--- config.mk ---
export PLATFORM = sky130hd
export DESIGN_NAME = digital_clock
export DESIGN_NICKNAME = d
export VERILOG_FILES = /design/src/design/clock_pkg.sv /design/src/design/alarm_unit.sv /design/src/design/button_sync.sv /design/src/design/clock_ctrl.sv /design/src/design/digit_scan.sv /design/src/design/digital_clock.sv /design/src/design/hms_counter.sv /design/src/design/tick_gen.sv
export SDC_FILE = /design/constraint.sdc
export NUM_CORES = 1
export LEC_CHECK = 0
export BUFFER_PORTS_ARGS = -buffer_cell sky130_fd_sc_hd__buf_4
export CELL_PAD_IN_SITES_DETAIL_PLACEMENT = 2
export CELL_PAD_IN_SITES_GLOBAL_PLACEMENT = 2
export CORE_MARGIN = 4
export CORE_UTILIZATION = 45
export DETAILED_ROUTE_END_ITERATION = 6
export PLACE_DENSITY = 0.84
export RECOVER_POWER = 25
export SLEW_MARGIN = 20
export SYNTH_ARGS = -nofsm -noshare
export SYNTH_HDL_FRONTEND = slang
export SYNTH_SLANG_ARGS = --single-unit
--- constraint.sdc ---
create_clock -name clk -period 9.7 [get_ports clk]
set_input_delay 0.485 -clock clk [delete_from_list [all_inputs] [get_ports clk]]
set_output_delay 0.485 -clock clk [all_outputs]
set_load 0.05 [all_outputs]
--- src/design/clock_pkg.sv ---
package clock_pkg;

  // --------------------------------------------------
  // Modes and set position
  // --------------------------------------------------
  typedef enum logic [1:0] {
    MODE_CLOCK     = 2'd0,
    MODE_SET_TIME  = 2'd1,
    MODE_SET_ALARM = 2'd2
  } mode_t;

  typedef enum logic [1:0] {
    FIELD_SEC  = 2'd0,
    FIELD_MIN  = 2'd1,
    FIELD_HOUR = 2'd2
  } field_t;

  typedef logic [5:0] hms_val_t;  // One h/m/s field
  typedef logic [3:0] digit_t;
  typedef logic [6:0] seg_t;      // {a..g}, active high

  localparam hms_val_t SEC_MAX  = 6'd59;
  localparam hms_val_t MIN_MAX  = 6'd59;
  localparam hms_val_t HOUR_MAX = 6'd23;

  localparam int NUM_DIGITS = 6;
  localparam int NUM_BTNS   = 4;

  // Button positions in i_btn
  localparam int BTN_MODE  = 0;
  localparam int BTN_POS   = 1;
  localparam int BTN_STEP  = 2;
  localparam int BTN_ALARM = 3;

endpackage

--- src/design/alarm_unit.sv ---
`timescale 1ns/100ps

module alarm_unit
  import clock_pkg::*;
(
  input  logic     clk,
  input  logic     rst_n,
  input  logic     i_tone_tick,
  input  logic     i_alarm_en,
  input  hms_val_t i_time_sec,
  input  hms_val_t i_time_min,
  input  hms_val_t i_time_hour,
  input  hms_val_t i_alarm_sec,
  input  hms_val_t i_alarm_min,
  input  hms_val_t i_alarm_hour,
  output logic     o_alarm
);

  logic match;
  logic ringing;
  logic tone;

  assign match = (i_time_sec == i_alarm_sec) && (i_time_min == i_alarm_min) &&
                 (i_time_hour == i_alarm_hour);

  always_ff @(posedge clk or negedge rst_n) begin
    if (!rst_n) begin
      ringing <= 1'b0;
      tone    <= 1'b0;
    end else begin
      if (!i_alarm_en) begin
        ringing <= 1'b0;
      end else if (match) begin
        ringing <= 1'b1;  // Holds until alarm is switched off
      end
      if (!ringing) begin
        tone <= 1'b0;
      end else if (i_tone_tick) begin
        tone <= ~tone;
      end
    end
  end

  assign o_alarm = tone;

endmodule

--- src/design/button_sync.sv ---
`timescale 1ns/100ps

module button_sync
  import clock_pkg::*;
(
  input  logic                clk,
  input  logic                rst_n,
  input  logic                i_sample_tick,
  input  logic [NUM_BTNS-1:0] i_btn,
  output logic [NUM_BTNS-1:0] o_press
);

  logic [NUM_BTNS-1:0] meta;
  logic [NUM_BTNS-1:0] sync;
  logic [NUM_BTNS-1:0] hist0;  // Latest sample
  logic [NUM_BTNS-1:0] hist1;  // Sample before that

  always_ff @(posedge clk or negedge rst_n) begin
    if (!rst_n) begin
      meta    <= '0;
      sync    <= '0;
      hist0   <= '0;
      hist1   <= '0;
      o_press <= '0;
    end else begin
      meta <= i_btn;
      sync <= meta;
      if (i_sample_tick) begin
        hist0 <= sync;
        hist1 <= hist0;
        // Two high samples in a row after a low one
        o_press <= sync & hist0 & ~hist1;
      end else begin
        o_press <= '0;
      end
    end
  end

endmodule

--- src/design/clock_ctrl.sv ---
`timescale 1ns/100ps

module clock_ctrl
  import clock_pkg::*;
(
  input  logic                clk,
  input  logic                rst_n,
  input  logic [NUM_BTNS-1:0] i_press,
  output mode_t               o_mode,
  output field_t              o_field,
  output logic                o_alarm_en,
  output logic                o_run_en,
  output logic                o_time_step,
  output logic                o_alarm_step
);

  mode_t  mode_next;
  field_t field_next;

  // --------------------------------------------------
  // Mode and position sequencing
  // --------------------------------------------------
  always_comb begin
    case (o_mode)
      MODE_CLOCK:    mode_next = MODE_SET_TIME;
      MODE_SET_TIME: mode_next = MODE_SET_ALARM;
      default:       mode_next = MODE_CLOCK;
    endcase
  end

  always_comb begin
    case (o_field)
      FIELD_SEC: field_next = FIELD_MIN;
      FIELD_MIN: field_next = FIELD_HOUR;
      default:   field_next = FIELD_SEC;
    endcase
  end

  always_ff @(posedge clk or negedge rst_n) begin
    if (!rst_n) begin
      o_mode     <= MODE_CLOCK;
      o_field    <= FIELD_SEC;
      o_alarm_en <= 1'b0;
    end else begin
      if (i_press[BTN_MODE]) begin
        o_mode <= mode_next;
      end
      if (i_press[BTN_POS]) begin
        o_field <= field_next;
      end
      if (i_press[BTN_ALARM]) begin
        o_alarm_en <= ~o_alarm_en;
      end
    end
  end

  // --------------------------------------------------
  // Counter enables
  // --------------------------------------------------
  assign o_run_en = (o_mode != MODE_SET_TIME);  // Clock frozen while setting time

  // Step press ignored in normal clock mode
  assign o_time_step  = i_press[BTN_STEP] && (o_mode == MODE_SET_TIME);
  assign o_alarm_step = i_press[BTN_STEP] && (o_mode == MODE_SET_ALARM);

endmodule

--- src/design/digit_scan.sv ---
`timescale 1ns/100ps

module digit_scan
  import clock_pkg::*;
(
  input  logic                  clk,
  input  logic                  rst_n,
  input  logic                  i_scan_tick,
  input  logic                  i_blink_on,
  input  mode_t                 i_mode,
  input  field_t                i_field,
  input  hms_val_t              i_time_sec,
  input  hms_val_t              i_time_min,
  input  hms_val_t              i_time_hour,
  input  hms_val_t              i_alarm_sec,
  input  hms_val_t              i_alarm_min,
  input  hms_val_t              i_alarm_hour,
  output seg_t                  o_seg,
  output logic                  o_seg_dp,
  output logic [NUM_DIGITS-1:0] o_seg_enb
);

  logic [2:0]            digit;    // 0 = seconds ones .. 5 = hours tens
  hms_val_t              fval;
  digit_t                num;
  logic                  blank;
  logic                  dp_next;
  logic [NUM_DIGITS-1:0] one_hot;

  function automatic seg_t seg_dec(digit_t d);
    case (d)
      4'd0:    return 7'b111_1110;
      4'd1:    return 7'b011_0000;
      4'd2:    return 7'b110_1101;
      4'd3:    return 7'b111_1001;
      4'd4:    return 7'b011_0011;
      4'd5:    return 7'b101_1011;
      4'd6:    return 7'b101_1111;
      4'd7:    return 7'b111_0000;
      4'd8:    return 7'b111_1111;
      4'd9:    return 7'b111_0011;
      default: return 7'b000_0000;
    endcase
  endfunction

  always_ff @(posedge clk or negedge rst_n) begin
    if (!rst_n) begin
      digit <= '0;
    end else if (i_scan_tick) begin
      digit <= (digit == 3'(NUM_DIGITS - 1)) ? 3'd0 : digit + 3'd1;
    end
  end

  // --------------------------------------------------
  // Source select and digit split
  // --------------------------------------------------
  always_comb begin
    case (digit[2:1])
      2'd0:    fval = (i_mode == MODE_SET_ALARM) ? i_alarm_sec : i_time_sec;
      2'd1:    fval = (i_mode == MODE_SET_ALARM) ? i_alarm_min : i_time_min;
      default: fval = (i_mode == MODE_SET_ALARM) ? i_alarm_hour : i_time_hour;
    endcase
  end

  assign num = digit[0] ? digit_t'(fval / 6'd10) : digit_t'(fval % 6'd10);

  // Field being set blinks
  assign blank = (i_mode != MODE_CLOCK) && (i_field == field_t'(digit[2:1])) && i_blink_on;

  always_comb begin
    case (digit)
      3'd0:    dp_next = i_mode[0];
      3'd1:    dp_next = i_mode[1];
      default: dp_next = 1'b0;
    endcase
  end

  assign one_hot = {{(NUM_DIGITS-1){1'b0}}, 1'b1} << digit;

  always_ff @(posedge clk or negedge rst_n) begin
    if (!rst_n) begin
      o_seg     <= '0;
      o_seg_dp  <= 1'b0;
      o_seg_enb <= {{(NUM_DIGITS-1){1'b1}}, 1'b0};
    end else begin
      o_seg     <= blank ? seg_t'(0) : seg_dec(num);
      o_seg_dp  <= dp_next;
      o_seg_enb <= ~one_hot;  // Active low
    end
  end

endmodule

--- src/design/digital_clock.sv ---
`timescale 1ns/100ps

module digital_clock
  import clock_pkg::*;
#(
  parameter int unsigned SEC_DIV   = 50_000_000,
  parameter int unsigned DEB_DIV   = 500_000,     // 10 ms sampling
  parameter int unsigned SCAN_DIV  = 50_000,
  parameter int unsigned BLINK_DIV = 12_500_000,
  parameter int unsigned TONE_DIV  = 25_000       // About 1 kHz tone
) (
  input  logic                  clk,
  input  logic                  rst_n,
  input  logic [NUM_BTNS-1:0]   i_btn,
  output seg_t                  o_seg,
  output logic                  o_seg_dp,
  output logic [NUM_DIGITS-1:0] o_seg_enb,
  output logic                  o_alarm
);

  logic sec_tick, sample_tick, scan_tick, tone_tick, blink_on;
  logic [NUM_BTNS-1:0] press;
  mode_t    mode;
  field_t   field;
  logic     alarm_en, run_en, time_step, alarm_step, time_tick;
  hms_val_t time_sec, time_min, time_hour;
  hms_val_t alarm_sec, alarm_min, alarm_hour;

  tick_gen #(
    .SEC_DIV(SEC_DIV), .DEB_DIV(DEB_DIV), .SCAN_DIV(SCAN_DIV),
    .BLINK_DIV(BLINK_DIV), .TONE_DIV(TONE_DIV)
  ) u_tick_gen (
    .clk(clk), .rst_n(rst_n), .o_sec_tick(sec_tick), .o_sample_tick(sample_tick),
    .o_scan_tick(scan_tick), .o_tone_tick(tone_tick), .o_blink_on(blink_on)
  );

  button_sync u_button_sync (
    .clk(clk), .rst_n(rst_n), .i_sample_tick(sample_tick), .i_btn(i_btn), .o_press(press)
  );

  clock_ctrl u_clock_ctrl (
    .clk(clk), .rst_n(rst_n), .i_press(press), .o_mode(mode), .o_field(field),
    .o_alarm_en(alarm_en), .o_run_en(run_en), .o_time_step(time_step),
    .o_alarm_step(alarm_step)
  );

  assign time_tick = sec_tick & run_en;

  hms_counter u_time (
    .clk(clk), .rst_n(rst_n), .i_tick(time_tick), .i_step(time_step), .i_field(field),
    .o_sec(time_sec), .o_min(time_min), .o_hour(time_hour)
  );

  // Alarm time only moves by stepping
  hms_counter u_alarm (
    .clk(clk), .rst_n(rst_n), .i_tick(1'b0), .i_step(alarm_step), .i_field(field),
    .o_sec(alarm_sec), .o_min(alarm_min), .o_hour(alarm_hour)
  );

  alarm_unit u_alarm_unit (
    .clk(clk), .rst_n(rst_n), .i_tone_tick(tone_tick), .i_alarm_en(alarm_en),
    .i_time_sec(time_sec), .i_time_min(time_min), .i_time_hour(time_hour),
    .i_alarm_sec(alarm_sec), .i_alarm_min(alarm_min), .i_alarm_hour(alarm_hour),
    .o_alarm(o_alarm)
  );

  digit_scan u_digit_scan (
    .clk(clk), .rst_n(rst_n), .i_scan_tick(scan_tick), .i_blink_on(blink_on),
    .i_mode(mode), .i_field(field),
    .i_time_sec(time_sec), .i_time_min(time_min), .i_time_hour(time_hour),
    .i_alarm_sec(alarm_sec), .i_alarm_min(alarm_min), .i_alarm_hour(alarm_hour),
    .o_seg(o_seg), .o_seg_dp(o_seg_dp), .o_seg_enb(o_seg_enb)
  );

endmodule

--- src/design/hms_counter.sv ---
`timescale 1ns/100ps

module hms_counter
  import clock_pkg::*;
(
  input  logic     clk,
  input  logic     rst_n,
  input  logic     i_tick,
  input  logic     i_step,
  input  field_t   i_field,
  output hms_val_t o_sec,
  output hms_val_t o_min,
  output hms_val_t o_hour
);

  function automatic hms_val_t inc_wrap(hms_val_t val, hms_val_t lim);
    return (val >= lim) ? hms_val_t'(0) : val + hms_val_t'(1);
  endfunction

  always_ff @(posedge clk or negedge rst_n) begin
    if (!rst_n) begin
      o_sec  <= '0;
      o_min  <= '0;
      o_hour <= '0;
    end else if (i_tick) begin
      o_sec <= inc_wrap(o_sec, SEC_MAX);
      if (o_sec == SEC_MAX) begin
        o_min <= inc_wrap(o_min, MIN_MAX);
        if (o_min == MIN_MAX) begin
          o_hour <= inc_wrap(o_hour, HOUR_MAX);  // 23:59:59 rolls to 00:00:00
        end
      end
    end else if (i_step) begin
      // Single field only, no carry
      case (i_field)
        FIELD_SEC:  o_sec  <= inc_wrap(o_sec, SEC_MAX);
        FIELD_MIN:  o_min  <= inc_wrap(o_min, MIN_MAX);
        FIELD_HOUR: o_hour <= inc_wrap(o_hour, HOUR_MAX);
        default: ;
      endcase
    end
  end

endmodule

--- src/design/tick_gen.sv ---
`timescale 1ns/100ps

module tick_gen #(
  parameter int unsigned SEC_DIV   = 50_000_000,
  parameter int unsigned DEB_DIV   = 500_000,
  parameter int unsigned SCAN_DIV  = 50_000,
  parameter int unsigned BLINK_DIV = 12_500_000,
  parameter int unsigned TONE_DIV  = 25_000
) (
  input  logic clk,
  input  logic rst_n,
  output logic o_sec_tick,
  output logic o_sample_tick,
  output logic o_scan_tick,
  output logic o_tone_tick,
  output logic o_blink_on
);

  localparam int NUM_DIV = 5;
  // Index order is sec, sample, scan, blink, tone
  localparam logic [NUM_DIV-1:0][31:0] DIV_TAB =
    {TONE_DIV, BLINK_DIV, SCAN_DIV, DEB_DIV, SEC_DIV};

  logic [NUM_DIV-1:0] tick;

  for (genvar i = 0; i < NUM_DIV; i++) begin : g_div
    logic [31:0] cnt;

    always_ff @(posedge clk or negedge rst_n) begin
      if (!rst_n) begin
        cnt <= '0;
      end else if (tick[i]) begin
        cnt <= '0;
      end else begin
        cnt <= cnt + 32'd1;
      end
    end

    assign tick[i] = (cnt == DIV_TAB[i] - 32'd1);  // Last count of the period
  end

  always_ff @(posedge clk or negedge rst_n) begin
    if (!rst_n) begin
      o_blink_on <= 1'b0;
    end else if (tick[3]) begin
      o_blink_on <= ~o_blink_on;
    end
  end

  assign o_sec_tick    = tick[0];
  assign o_sample_tick = tick[1];
  assign o_scan_tick   = tick[2];
  assign o_tone_tick   = tick[4];

endmodule

== Word level (Yosys, flattened, before mapping) ==
Memories as Yosys holds them, arrays and structs flattened.
Index checks and enable logic that the tools add are counted.

* Bits in registers: 241
* Memory bits (read-only): 112
* Input port bits: 6
* Output and inout port bits: 15
* Logic and storage cells: 138
* Memories kept: 1

{| class="wikitable"
|+ Memory list
! memory !! depth !! width !! rd ports !! clocked after Yosys merged registers in !! write ports !! line !! RTL
|-
| (name not given) || 16 || 7 || 1 || 0 || 0 || digit_scan.sv:31 || <nowiki>case (d)</nowiki>
|}

* Add/subtract/negate cells: 12
* Divide/modulo/power cells: 2
* $lt $le $gt $ge: 6
* Equal/unequal tests: 23
* Shifts and indexed selects: 1
* Mux-type cells: 38
* Bitwise logic cells: 8
* Reduce and logical (&&, ||, !) cells: 21

{| class="wikitable"
|+ Operator list
! operator !! number
|-
| $add 32x1->32 const B || 5
|-
| $mux 32 || 5
|-
| $mux 6 || 21
|-
| $add 6x1->6 const B || 6
|-
| $eq 32x15->1 const B || 1
|-
| $eq 32x16->1 const B || 1
|-
| $eq 32x19->1 const B || 1
|-
| $eq 32x24->1 const B || 1
|-
| $eq 32x26->1 const B || 1
|-
| $ge 6x6->1 const B || 4
|-
| $eq 6x6->1 || 3
|-
| $eq 6x6->1 const B || 2
|-
| $ge 6x5->1 const B || 2
|-
| $pmux 6 s2 || 1
|-
| $reduce_bool 2->1 || 5
|-
| $and 4x4->4 || 2
|-
| $mux 4 || 2
|-
| $ne 2x1->1 const B || 4
|-
| $pmux 2 s2 || 2
|-
| $reduce_and 2->1 || 4
|-
| $mux 7 || 1
|-
| $div 6x4->6 const B || 1
|-
| $eq 2x1->1 const B || 3
|-
| $logic_and 1x1->1 || 6
|-
| other kinds (19) || 27
|}

== Depth between registers and ports, before layout ==
Gate-level depths: netlist (run 1).
An unclocked memory read counts as a cell.

* Depth in word-level cells: 7
* Gate-level depth with buffers: 16
* Depth with buffers taken out: 14

== Cells and area by module ==
Synthesis (run 1) repeated with hierarchy kept, for this count alone.

* Cell total of the unflattened synthesis: 1179
* Area total of the unflattened synthesis: 12275.5 um^2

{| class="wikitable"
|+ Modules (own cells, without submodules)
! module !! times used !! cells each !! area an instance (um^2) !! seq. area each (um^2)
|-
| tick_gen || 1 || 715 || 7488.4 || 4028.9
|-
| hms_counter || 2 || 100 || 1013.5 || 450.4
|-
| digit_scan || 1 || 182 || 1600.3 || 431.7
|-
| button_sync || 1 || 33 || 664.4 || 500.5
|-
| alarm_unit || 1 || 29 || 267.8 || 50.0
|-
| clock_ctrl || 1 || 18 || 217.7 || 125.1
|-
| digital_clock || 1 || 2 || 10.0 || 0.0
|}

== Worst setup path before layout (run 1) ==
OpenSTA, ideal clock, no wires.

* Path type: reg2reg
* From: reg u_digit_scan.digit[1]
* To: reg u_digit_scan.o_seg[1]
* Arrival: 3.189 ns
* Required time: 9.613 ns
* Slack: 6.424 ns
* Cell stages (with the launch flop): 15
* Buffers on the path: 1
* Period minus slack after synthesis: 3.276 ns
* Path through: dfrtp_1 -> buf_4 -> nor2_2 -> a221o_1 -> o22ai_2 -> nor3_1 -> nand2_1 -> o211ai_1 -> o21ai_0 -> ha_1 -> nand3b_1 -> a32o_1 -> a22o_4 -> or4_4 -> o211ai_1

* Longest elaborated chain between the ends: 6
* Elaborated cells between the ends (all ways): 11

{| class="wikitable"
|+ RTL lines
! element !! line !! RTL
|-
| start, declared || digit_scan.sv:23 || <nowiki>logic [2:0] digit;</nowiki>
|-
| start signal, assigned || digit_scan.sv:50 || <nowiki>digit <= (digit == 3'(NUM_DIGITS - 1)) ? 3'd0 : digit + 3'd1;</nowiki>
|-
| $eq 2x1->1 / $logic_not 2->1 (equally long branches) || digit_scan.sv:58 || <nowiki>case (digit[2:1])</nowiki>
|-
| $pmux 6 s2 || digit_scan.sv:58 ||
|-
| $mod 6x4->6 / $div 6x4->6 (equally long branches) || digit_scan.sv:65 || <nowiki>assign num = digit[0] ? digit_t'(fval / 6'd10) : digit_t'(fval % 6'd10);</nowiki>
|-
| $mux 4 || digit_scan.sv:65 ||
|-
| $mem_v2 16x7 || n/a ||
|-
| $mux 7 * || digit_scan.sv:86 || <nowiki>o_seg <= blank ? seg_t'(0) : seg_dec(num);</nowiki>
|-
| end signal, assigned || digit_scan.sv:86 ||
|-
| end, declared || digit_scan.sv:18 || <nowiki>output seg_t o_seg,</nowiki>
|}

Mark *: on every way between the ends. The rest lies on a longest branch, timed or not.
A chain may end at the register's enable or synchronous reset.

== Final worst setup path (run 1) ==
* From: reg u_clock_ctrl.o_mode[1]
* To: reg u_digit_scan.o_seg[3]

* Longest elaborated chain between the ends: 7
* Elaborated cells between the ends (all ways): 13

{| class="wikitable"
|+ RTL lines
! element !! line !! RTL
|-
| start, declared || clock_ctrl.sv:9 || <nowiki>output mode_t o_mode,</nowiki>
|-
| start signal, assigned || clock_ctrl.sv:46 || <nowiki>o_mode <= mode_next;</nowiki>
|-
| $eq 2x2->1 || digit_scan.sv:59, digit_scan.sv:60, digit_scan.sv:61 ||
|-
| $mux 6, on equally long branches || digit_scan.sv:61, digit_scan.sv:59, digit_scan.sv:60 ||
|-
| $pmux 6 s2 || digit_scan.sv:58 ||
|-
| $mod 6x4->6 / $div 6x4->6 (equally long branches) || digit_scan.sv:65 ||
|-
| $mux 4 || digit_scan.sv:65 ||
|-
| $mem_v2 16x7 || n/a ||
|-
| $mux 7 * || digit_scan.sv:86 ||
|}

Marks and branches as above.

==> results of run 1 <==
==> path summary, 6_finish.rpt <==
path | start | depth (start not counted) | to | slack (ps)
setup / recovery | u_clock_ctrl.o_mode[1] | 11 | u_digit_scan.o_seg[3] | 5590
min in group clk | i_btn[0] | 1 | u_button_sync.meta[0] | 60
setup reg to reg | u_clock_ctrl.o_mode[1] | 11 | u_digit_scan.o_seg[3] | 5590
hold / removal | rst_n | 1 | u_tick_gen.g_div[4].cnt[24] | 9
hold reg to reg | u_button_sync.meta[2] | 0 | u_button_sync.sync[2] | 350
max in group asynchronous | rst_n | 2 | u_tick_gen.g_div[4].cnt[18] | 8250
==> power groups by stage <==
| stage | sequential, mW | combinational (mW) | clock [mW] |
|---|---|---|---|
| floorplan | 1.03 | 0.0000147 | 0 |
| global placement | 1.03 | 0.0232 | 0 |
| detailed placement | 1.03 | 0.0235 | 0 |
| CTS | 1.01 | 0.0237 | 1.11 |
| global route | 1.01 | 0.0262 | 1.16 |
| finish | 1.01 | 0.0216 | 1.09 |
==> layer usage <==
layer  vias up  global-route usage [%]
met3        45                    2.51
met2        95                    41.5
li1       4045                       -
met4         0                    5.03
met1      4592                    28.1
met5         -                       0
==> kinds of logic (layout without fill, tap and decap cells) <==
group | count (synthesis) | in the layout | share of synthesized area, %
AO/OA/AOI/OAI | 135 | 135 | 8.66
flip-flops | 241 | 241 | 51.1
multiplexers | 29 | 29 | 2.85
buffers and inverters | 44 | 93 | 1.79
XOR/XNOR | 171 | 171 | 12.7
adder cells (fa/ha/maj) | 19 | 19 | 1.99
AND/OR/NAND/NOR | 494 | 494 | 21.0
==> area by class of cell <==
| class | instances | area share (%) |
|---|---|---|
| well taps | 335 | 3.16 |
| multi-input cells | 848 | 42.1 |
| clock buffers | 39 | 6.06 |
| inverters | 14 | 0.397 |
| clock inverters | 13 | 1.10 |
| flip-flops and latches | 241 | 45.6 |
| repair buffers | 27 | 1.59 |
==> cell usage after synthesis (6+ instances only) <==
| master | count |
|---|---|
| mux2_2 | 12 |
| nand2b_1 | 10 |
| nor3_1 | 23 |
| ha_1 | 18 |
| o21a_1 | 6 |
| nor2b_1 | 15 |
| xor2_1 | 75 |
| dfrtp_1 | 236 |
| o21ai_0 | 34 |
| and3_1 | 41 |
| nand3_1 | 70 |
| nand4_1 | 36 |
| o31ai_1 | 8 |
| a21o_1 | 9 |
| mux2i_1 | 13 |
| nand2_1 | 114 |
| nor2_1 | 114 |
| or3_1 | 8 |
| clkbuf_1 | 19 |
| xnor2_1 | 96 |
| and4_1 | 7 |
| a21oi_1 | 21 |
| a22o_1 | 6 |
| inv_1 | 13 |
| nor4_1 | 26 |
==> flip-flops by register name, indices dropped and copies added (netlist names) <==
name / count
u_button_sync.sync: 4
u_clock_ctrl.o_alarm_en: 1
u_alarm_unit.o_alarm: 1
u_alarm.o_min: 6
u_time.o_sec: 6
u_button_sync.hist1: 4
u_tick_gen.g_div.cnt: 160
u_button_sync.o_press: 4
u_time.o_hour: 6
u_time.o_min: 6
u_alarm.o_hour: 6
u_button_sync.meta: 4
u_digit_scan.o_seg_dp: 1
u_alarm.o_sec: 6
u_digit_scan.digit: 3
u_clock_ctrl.o_mode: 2
u_clock_ctrl.o_field: 2
u_button_sync.hist0: 4
u_tick_gen.o_blink_on: 1
u_digit_scan.o_seg_enb: 6
u_alarm_unit.ringing: 1
u_digit_scan.o_seg: 7
==> metrics by stage <==
step,hold slack (ps),power (mW)
floorplan,189,1.03
global placement,331,1.05
detailed placement,336,1.05
CTS,19.8,2.14
global route,41.4,2.20
finish,9.24,2.12
==> worst register-to-register path: stages, from the launching register on <==
cell     delay, ps
dfrtp_1        540
nor2b_4        470
mux4_2         580
mux2i_1        440
nor2_2         180
xnor2_1        160
a32oi_1        200
o22a_1         390
inv_1          140
ha_1           310
or3_1          380
a31oi_1        210
==> flow_metrics.py, run 1 <==
metrics = {
    "status": {
        "status": "finished, final reports clean",
    },
    "clock_tree": {
        "numCtsBuffers": 28,
        "cts_setup_buffers": 0,
        "clockBufferDepth": 3,
        "cts.sinks": 241,
        "root_buffer": "clkbuf_16",
        "cts_tree": "built",
        "htree_levels": 1,
        "ctsResizeCount": 0,
        "cts_hold_repair.buffers": 0,
        "cts.reportedPaths.clkPinSlew_ps": 60,
        "insertion_delay_ps": 550,
    },
    "final_layout": {
        "drive_gt1_share_pct": 9.90,
        "layout.area.seq_sq_um": 6040,
        "final_area_sq_um": 13300,
        "mostFrequentLayoutCells": "dfrtp_1 (236), nor2_1 (114), nand2_1 (114)",
        "final_core_util_pct": 51.1,
        "instances_no_fill": 1517,
        "layout_commonest_cell": "dfrtp_1",
        "fill_cells": 2617,
        "area_growth_syn_to_layout_pct": 12.1,
        "nets": 1184,
        "diodes": 0,
        "multi_input_area_sq_um": 5580,
    },
    "yosys": {
        "yosysTopAreaCellShare_pct": 50.0,
        "yosysWarnings": 0,
        "synth-seq-cells": 241,
        "yosysTopAreaCell": "dfrtp_1",
        "postSynthAreaPerCell_sq_um": 10.4,
        "synthDistinctLibCells": 78,
        "ys_seq_area_share_pct": 51.1,
        "synth-edff-count": 0,
        "synth_cells": 1133,
        "synth_fp_nets": 1157,
        "synthArstFlopShare_pct": 100,
        "synth_area_leaders": "dfrtp_1 (50%), xnor2_1 (7.1%), xor2_1 (5.6%), nand2_1 (3.6%), nor2_1 (3.6%)",
        "syn_area_sq_um": 11800,
        "synth_flop_cell": "dfrtp_1",
    },
    "worst_setup_path": {
        "cp-end-kind": "register",
        "required_ps": 10150,
        "startpoint_type": "register",
        "crit_type": "reg -> reg",
        "cp_num_buf_inv": 1,
        "slowest_delay_ps": 580,
        "cp_cell_sequence": "nor2b_4 > mux4_2 > mux2i_1 > nor2_2 > xnor2_1 > a32oi_1 > o22a_1 > inv_1 > ha_1 > or3_1 > a31oi_1",
        "crit_path_top_delay_cell": "mux4_2",
        "path_max_fanout": 12,
        "critical_path_arrival_ps": 4550,
        "path_delay_family": "simple AND/OR/NAND/NOR gates",
    },
    "placed_design": {
        "port_buffers": 20,
        "dp_hpwl_um": 21100,
        "place_area_sq_um": 12300,
        "place_ws_ps": 5680,
        "gp_congestion": 0.791,
        "post-place-cells": 1465,
    },
    "pwr": {
        "p_leak_nw": 6.01,
        "p_int_mw": 1.67,
        "p_sw_share_pct": 21.3,
        "powerDensity_nw_per_um2": 160,
        "p_comb_share_pct": 1.0,
        "ir_worst_vdd_mv": 0.152,
        "power_frac_clock_pct": 51.4,
        "power.share.sequential_pct": 47.6,
        "switchingPower_uw": 451,
    },
    "route": {
        "highest_layer": "met4",
        "vias": 8777,
        "vias_per_cell": 5.79,
        "wl_met3_um": 662,
        "dr.pass1.iters": 4,
        "met2WireLength_um": 16900,
        "drc": 0,
        "antenna_left": 0,
        "wire_per_inst_um": 21.1,
        "met1Wirelength_um": 13700,
        "drtIter0Drc": 349,
        "wl_um": 32000,
    },
    "floorplan": {
        "io_pins": 21,
        "die_area_sq_um": 28900,
        "die_w_um": 170,
        "fp.dieH_um": 170,
        "rows": 59,
        "start_util_pct": 45.6,
        "design.core.area_sq_um": 25900,
    },
    "timing": {
        "slew_headroom_pct": 35.7,
        "skew_ps": 16.9,
        "setup_slack_ps": 5590,
        "fin_crit_sh_pct": 42.3,
        "slew_viol_final": 0,
        "max_freq_mhz": 244,
        "finalSetupViolations": 0,
        "period_needed_ps": 4110,
        "tns_ps": 0,
        "rsz0062_at_grt": "no",
        "finalHoldViolCount": 0,
        "tightest_slew_ps": 965,
    },
    "min_path": {
        "min_path_type": "in -> async",
    },
    "global_route": {
        "grt_pass1_wl_um": 53700,
        "antenna_found_initial": 0,
        "grt_max_degree": 125,
        "track_usage_pct": 22.4,
        "grt_pass1_vias": 9965,
        "overflow": 0,
    },
    "run": {
        "maxCapViolations": 0,
    },
}
(Power assumes the default switching activity.)
==> inputs of run 2 (changes only) <==
Settings changed: CORE_UTILIZATION 45 to 38, PLACE_DENSITY 0.84 to 0.76.
Clock period 9.7 ns to 3.74 ns, I/O delays scaled along.
==> run 2 against run 1 <==
The flow now finishes with violations (max-capacitance violations, max-slew violations). Count of clock-buffer cells in the layout grew 4. Critical path depth grew 2. Cell area grew 2.0%. Largest power group is now registers.
==> flow_metrics.py, run 2 (synthesized netlist as in run 1, its figures left out) <==
metrics = {
    "pwr": {
        "p_sw_share_pct": 21.5,
        "powerDensity_nw_per_um2": 391,
        "power.share.sequential_pct": 49.5,
        "total_power_mw": 5.28,
        "p_int_mw": 4.14,
        "power_frac_clock_pct": 49.3,
        "p_leak_nw": 6.10,
        "ir_worst_vdd_mv": 0.310,
        "p_comb_share_pct": 1.2,
        "switchingPower_mw": 1.13,
    },
    "placed_design": {
        "place_area_sq_um": 12500,
        "dp_hpwl_um": 20800,
        "place_ws_ps": -2.19,
        "port_buffers": 20,
        "gp_congestion": 0.839,
    },
    "global_route": {
        "track_usage_pct": 18.3,
        "grt_pass1_vias": 9804,
        "overflow": 0,
        "antenna_found_initial": 0,
        "grt_max_degree": 93,
        "grt_pass1_wl_um": 51800,
    },
    "timing": {
        "tightest_slew_ps": 2060,
        "period_needed_ps": 3520,
        "max_freq_mhz": 284,
        "finalHoldViolCount": 0,
        "fin_crit_sh_pct": 94.2,
        "skew_ps": 12.1,
        "setup_slack_ps": 216,
        "slew_headroom_pct": -37.0,
        "tns_ps": 0,
        "finalSetupViolations": 0,
        "slew_viol_final": 75,
    },
    "route": {
        "dr.pass1.iters": 4,
        "wl_um": 30700,
        "wire_per_inst_um": 19.1,
        "drc": 0,
        "vias_per_cell": 5.49,
        "vias": 8787,
        "drtIter0Drc": 394,
        "antenna_left": 0,
    },
    "final_layout": {
        "layout_commonest_cell": "dfrtp_1",
        "regMostFlops": "u_tick_gen.g_div.cnt",
        "diodes": 0,
        "fill_cells": 3240,
        "top_regs": "u_tick_gen.g_div.cnt x160, u_digit_scan.o_seg x7",
        "layout.area.seq_sq_um": 6040,
        "multi_input_area_sq_um": 5620,
        "mostFrequentLayoutCells": "dfrtp_1 (234), nor2_1 (114), nand2_1 (114)",
        "final_area_sq_um": 13500,
        "drive_gt1_share_pct": 11.7,
        "largest_register_ff_count": 160,
        "area_growth_syn_to_layout_pct": 14.4,
        "nets": 1213,
    },
    "clock_tree": {
        "clockBufferDepth": 3,
        "numCtsBuffers": 28,
        "htree_levels": 1,
        "insertion_delay_ps": 550,
        "cts.sinks": 241,
        "root_buffer": "clkbuf_16",
        "cts.reportedPaths.clkPinSlew_ps": 60,
        "cts_tree": "built",
    },
    "worst_setup_path": {
        "crit_type": "reg -> reg",
        "required_ps": 4200,
        "ff2ff_path_depth": 13,
        "startpoint_type": "register",
        "reg2reg_from": "u_digit_scan.digit[1]",
        "path_max_fanout": 10,
        "critical_path_arrival_ps": 3980,
        "regToRegSetupSlack_ps": 220,
        "cp-end-kind": "register",
        "worst_r2r_endpoint": "u_digit_scan.o_seg[0]",
    },
    "run": {
        "maxCapViolations": 1,
    },
    "floorplan": {
        "die_area_sq_um": 34000,
        "io_pins": 21,
        "start_util_pct": 38.5,
        "die_w_um": 184,
        "rows": 64,
        "fp.dieH_um": 184,
        "design.core.area_sq_um": 30700,
    },
    "status": {
        "violations": "max-capacitance violations, max-slew violations",
        "status": "finished, violations left",
    },
    "min_path": {
        "min-delay-start": "i_btn[1]",
        "min_path_type": "in -> reg",
        "hold_end": "u_button_sync.meta[1]",
        "min_path_cells": 2,
    },
}
==> run 2: stage by stage <==
stage | std cells | hold slack [ps] | utilization, %
after floorplan | 1133 | -109 | -
after global placement | 1544 | 205 | 40.9
after detailed placement | 1544 | 209 | 40.9
after CTS | 1596 | 223 | 43.9
after global routing | 1602 | 302 | 44.1
final | 1602 | 305 | 44.1
==> run 2: worst max-delay path by stage <==
stage / from / cells after the start / slack [ps] / to
2_1_floorplan: u_digit_scan.digit[1] / 14 / 460 / u_digit_scan.o_seg[1]
3_3_place_gp: u_digit_scan.digit[1] / 13 / 230 / u_digit_scan.o_seg[6]
3_5_place_dp: u_digit_scan.digit[1] / 13 / -2 / u_digit_scan.o_seg[6]
4_1_cts: u_clock_ctrl.o_mode[0] / 13 / 40 / u_digit_scan.o_seg[6]
5_1_grt: u_clock_ctrl.o_mode[0] / 12 / -20 / u_digit_scan.o_seg[3]
6_report: u_digit_scan.digit[1] / 13 / 220 / u_digit_scan.o_seg[0]
==> run 2: what timing repair did <==
| action | in CTS | in global routing |
|---|---|---|
| hold buffers | 5 | 0 |
| endpoints found under the hold margin | 77 | 0 |
| endpoints found under the setup margin | 3 | 6 |
| setup buffers | 0 | 6 |
| pin swaps | 0 | 2 |
| resized for setup | 1 | 8 |
==> run 2: metal layers <==
| layer | vias to the layer above | track usage [%] | share of wire [%] |
|---|---|---|---|
| met5 | - | 0 | 0 |
| met4 | 0 | 4.53 | 2.6 |
| met3 | 49 | 2.09 | 2.1 |
| met2 | 75 | 32.6 | 51 |
| met1 | 4572 | 24.0 | 45 |
| li1 | 4091 | - | - |
==> run 2: final cells by class <==
class                   instances  area share, %
clock inverters                 4          0.167
clock buffers                  43           6.20
inverters                      14          0.389
repair buffers                 56           3.34
flip-flops and latches        241           44.7
multi-input cells             848           41.6
well taps                     396           3.67
==> run 2: worst max-delay path, cell delays in order, from the launching register on <==
cell and delay [ps]:
dfrtp_2 510, inv_1 210, nor2_1 360, a21oi_2 110
nor3_2 310, nand2_1 140, o211ai_1 130, o21ai_0 130
ha_2 230, nand3b_1 160, a32o_1 340, a22o_4 270
or4_4 420, o211ai_1 100
==> run 2: power by group through the flow <==
stage | Sequential [mW] | Combinational [mW] | Clock, mW
2_1_floorplan | 2.66 | 0.0000346 | 0
3_3_place_gp | 2.66 | 0.0651 | 0
3_5_place_dp | 2.66 | 0.0666 | 0
4_1_cts | 2.61 | 0.0704 | 2.70
5_1_grt | 2.61 | 0.0745 | 2.82
6_report | 2.62 | 0.0614 | 2.60
==> inputs of run 3 (changes only) <==
Settings changed: ABC_AREA set to 1, CORE_UTILIZATION 38 to 34.
==> run 3 against run 2 <==
The flow still finishes with violations (max-capacitance violations, max-slew violations). Hold slack got worse by 4.4 ps. Register-to-register slack improved by 340 ps. Synthesized cell count increased by 54%. Critical path depth increased by 6. Synthesized area increased by 13%. Sequential power about the same. Sequential share of layout area decreased by 5.3 points. Critical endpoint is now u_digit_scan.o_seg[1].
==> flow_metrics.py, run 3 <==
metrics = {
    "global_route": {
        "track_usage_pct": 19.9,
        "use_met3_pct": 2.28,
        "grt_pass1_vias": 13400,
        "top_usage_layer": "met2",
        "grt_pass1_wl_um": 70100,
        "overflow": 0,
        "antenna_found_initial": 0,
        "grt_max_degree": 96,
        "met2_usage_pct": 34.9,
        "globalRouteMet1Util_pct": 26.6,
    },
    "worst_setup_path": {
        "crit_path_top_delay_cell": "dfrtp_1",
        "startpoint_type": "register",
        "crit_top_cell": "nor2_1",
        "slowest_delay_ps": 560,
        "path_max_fanout": 15,
        "critical_path_arrival_ps": 3670,
        "required_ps": 4230,
        "cp_cell_sequence": "nor2_1 > inv_1 > a21oi_1 > o21ai_0 > nand2_1 > nor2_1 > a21o_1 > nand2_2 > nand2_2 > nand2_4 > nand2_2 > a21boi_1 > inv_1 > ha_1 > inv_1 > nand3_1 > nand2_1 > nor2_1 > nor2_1",
        "crit_type": "reg -> reg",
        "cp-end-kind": "register",
        "regToRegSetupSlack_ps": 560,
    },
    "run": {
        "maxCapViolations": 1,
    },
    "timing": {
        "tightest_slew_ps": 2340,
        "slew_headroom_pct": -55.8,
        "finalSetupViolations": 0,
        "finalHoldViolCount": 0,
        "whs_ps": 300,
        "period_needed_ps": 3180,
        "slew_viol_final": 87,
        "fin_crit_sh_pct": 85.0,
        "skew_ps": 15.6,
        "rsz0062_at_grt": "no",
        "tns_ps": 0,
        "max_freq_mhz": 314,
        "setup_slack_ps": 560,
    },
    "yosys": {
        "postSynthAreaPerCell_sq_um": 7.65,
        "yosysTopAreaCellShare_pct": 44.3,
        "synthAdderAreaFrac_pct": 1.69,
        "syn_area_sq_um": 13300,
        "synth-seq-cells": 241,
        "yosysWarnings": 0,
        "synth-edff-count": 0,
        "ys_seq_area_share_pct": 45.3,
        "synth_most_common_cell": "inv_1",
        "synth_fp_nets": 1767,
        "synth_cells": 1743,
        "synthArstFlopShare_pct": 100,
        "synth-compound-area-share_pct": 7.15,
        "synth_common_cells": "inv_1 (343), nand2_1 (270), dfrtp_1 (236)",
        "synthDistinctLibCells": 53,
        "synth-xor-area-share_pct": 4.47,
        "yosysTopAreaCell": "dfrtp_1",
        "synth_top_family_by_area": "simple AND/OR/NAND/NOR gates",
        "synth_flop_cell": "dfrtp_1",
        "synth_area_leaders": "dfrtp_1 (44%), inv_1 (9.7%), nand2_1 (7.6%), nor2_1 (5.8%), nand3_1 (4.2%)",
        "yosys.area_share.simple_pct": 30.9,
        "yosys-mux-area-fraction_pct": 0,
    },
    "min_path": {
        "min_path_type": "in -> reg",
    },
    "floorplan": {
        "start_util_pct": 34.4,
        "die_area_sq_um": 42500,
        "fp.dieH_um": 206,
        "io_pins": 21,
        "design.core.area_sq_um": 38700,
        "die_w_um": 206,
        "rows": 72,
    },
    "route": {
        "antenna_left": 0,
        "drc": 0,
        "dr.pass1.iters": 5,
        "vias": 12000,
        "drtIter0Drc": 587,
        "vias_per_cell": 5.14,
        "wire_per_inst_um": 17.7,
        "wl_um": 41300,
    },
    "pwr": {
        "powerDensity_nw_per_um2": 395,
        "p_leak_nw": 7.30,
        "total_power_mw": 6.05,
        "ir_worst_vdd_mv": 0.307,
    },
    "clock_tree": {
        "root_buffer": "clkbuf_16",
        "cts.sinks": 241,
        "htree_levels": 1,
        "numCtsBuffers": 30,
        "cts_tree": "built",
        "ctsResizeCount": 0,
        "cts.reportedPaths.clkPinSlew_ps": 70,
        "clockBufferDepth": 3,
        "insertion_delay_ps": 570,
    },
    "placed_design": {
        "place_ws_ps": 663,
        "port_buffers": 20,
        "dp_hpwl_um": 30600,
        "gp_congestion": 0.854,
    },
    "final_layout": {
        "top_regs": "u_tick_gen.g_div.cnt x160, u_digit_scan.o_seg x7",
        "drive_gt1_share_pct": 6.71,
        "layout_commonest_cell": "inv_1",
        "largest_register_ff_count": 160,
        "fill_cells": 4523,
        "mostFrequentLayoutCells": "inv_1 (343), nand2_1 (270), dfrtp_1 (236)",
        "area_growth_syn_to_layout_pct": 14.9,
        "regMostFlops": "u_tick_gen.g_div.cnt",
        "nets": 1818,
        "diodes": 0,
    },
    "status": {
        "status": "finished, violations left",
        "violations": "max-capacitance violations, max-slew violations",
    },
}
[run 3: final timing paths]
path,cells past startpoint,startpoint,end
max,19,u_digit_scan.digit[2],u_digit_scan.o_seg[1]
min,2,i_btn[1],u_button_sync.meta[1]
max reg2reg,19,u_digit_scan.digit[2],u_digit_scan.o_seg[1]
min reg2reg,0,u_button_sync.meta[0],u_button_sync.sync[0]
max in group asynchronous,3,rst_n,u_button_sync.sync[0]
min in group asynchronous,2,rst_n,u_tick_gen.g_div[0].cnt[5]
[run 3: final cells by class]
cell class	count	area, sq um	share of cell area, %
clock buffers	37	848	5.54
well taps	518	648	4.23
inverters	348	1310	8.53
flip-flops and latches	241	6040	39.4
repair buffers	34	275	1.80
multi-input cells	1139	5900	38.5
clock inverters	19	305	1.99
[run 3: per-stage QoR]
| step | util (%) | std cells | cell area (sq um) |
|---|---|---|---|
| after CTS | 39.6 | 2336 | 15300 |
| after global routing | 39.5 | 2336 | 15300 |
| after floorplan | - | 1743 | 13300 |
| final | 39.5 | 2336 | 15300 |
| after detailed placement | 36.5 | 2275 | 14100 |
| after global placement | 36.5 | 2275 | 14100 |
[run 3: cells by family (layout without fill, tap and decap cells)]
kind of cell,count (synthesis),after routing
xor+xnor,68,68
flops,241,241
buf+inv,363,438
simple gates,880,880
fa+ha+maj,18,18
compound gates,173,173
[run 3: power by group]
part	leakage (nW)	switching, mW	internal (mW)
clock	0.560	1.22	2.15
combinational	3.51	0.0544	0.00987
sequential	3.23	0.00179	2.61
total	7.30	1.27	4.78
[run 3: repair_timing]
action,CTS,global route
endpoints found under the setup margin,0,0
endpoints found under the hold margin,88,0
buffers inserted,0,0
hold buffers,5,0
[run 3: layer usage]
layer  up-vias  wire [um]  part of all wire [%]
met5         -          0                     0
met4         0        865                   2.1
met3        58        886                   2.1
met2       110      20400                    49
met1      6050      19100                    46
li1       5789          -                     -
[run 3: worst max-delay path: cells and delay by family, from the launching register on]
kind | cells | cell delay, ps
simple gates | 11 | 1190
compound gates | 4 | 800
flops | 1 | 560
buf+inv | 3 | 310
fa+ha+maj | 1 | 220
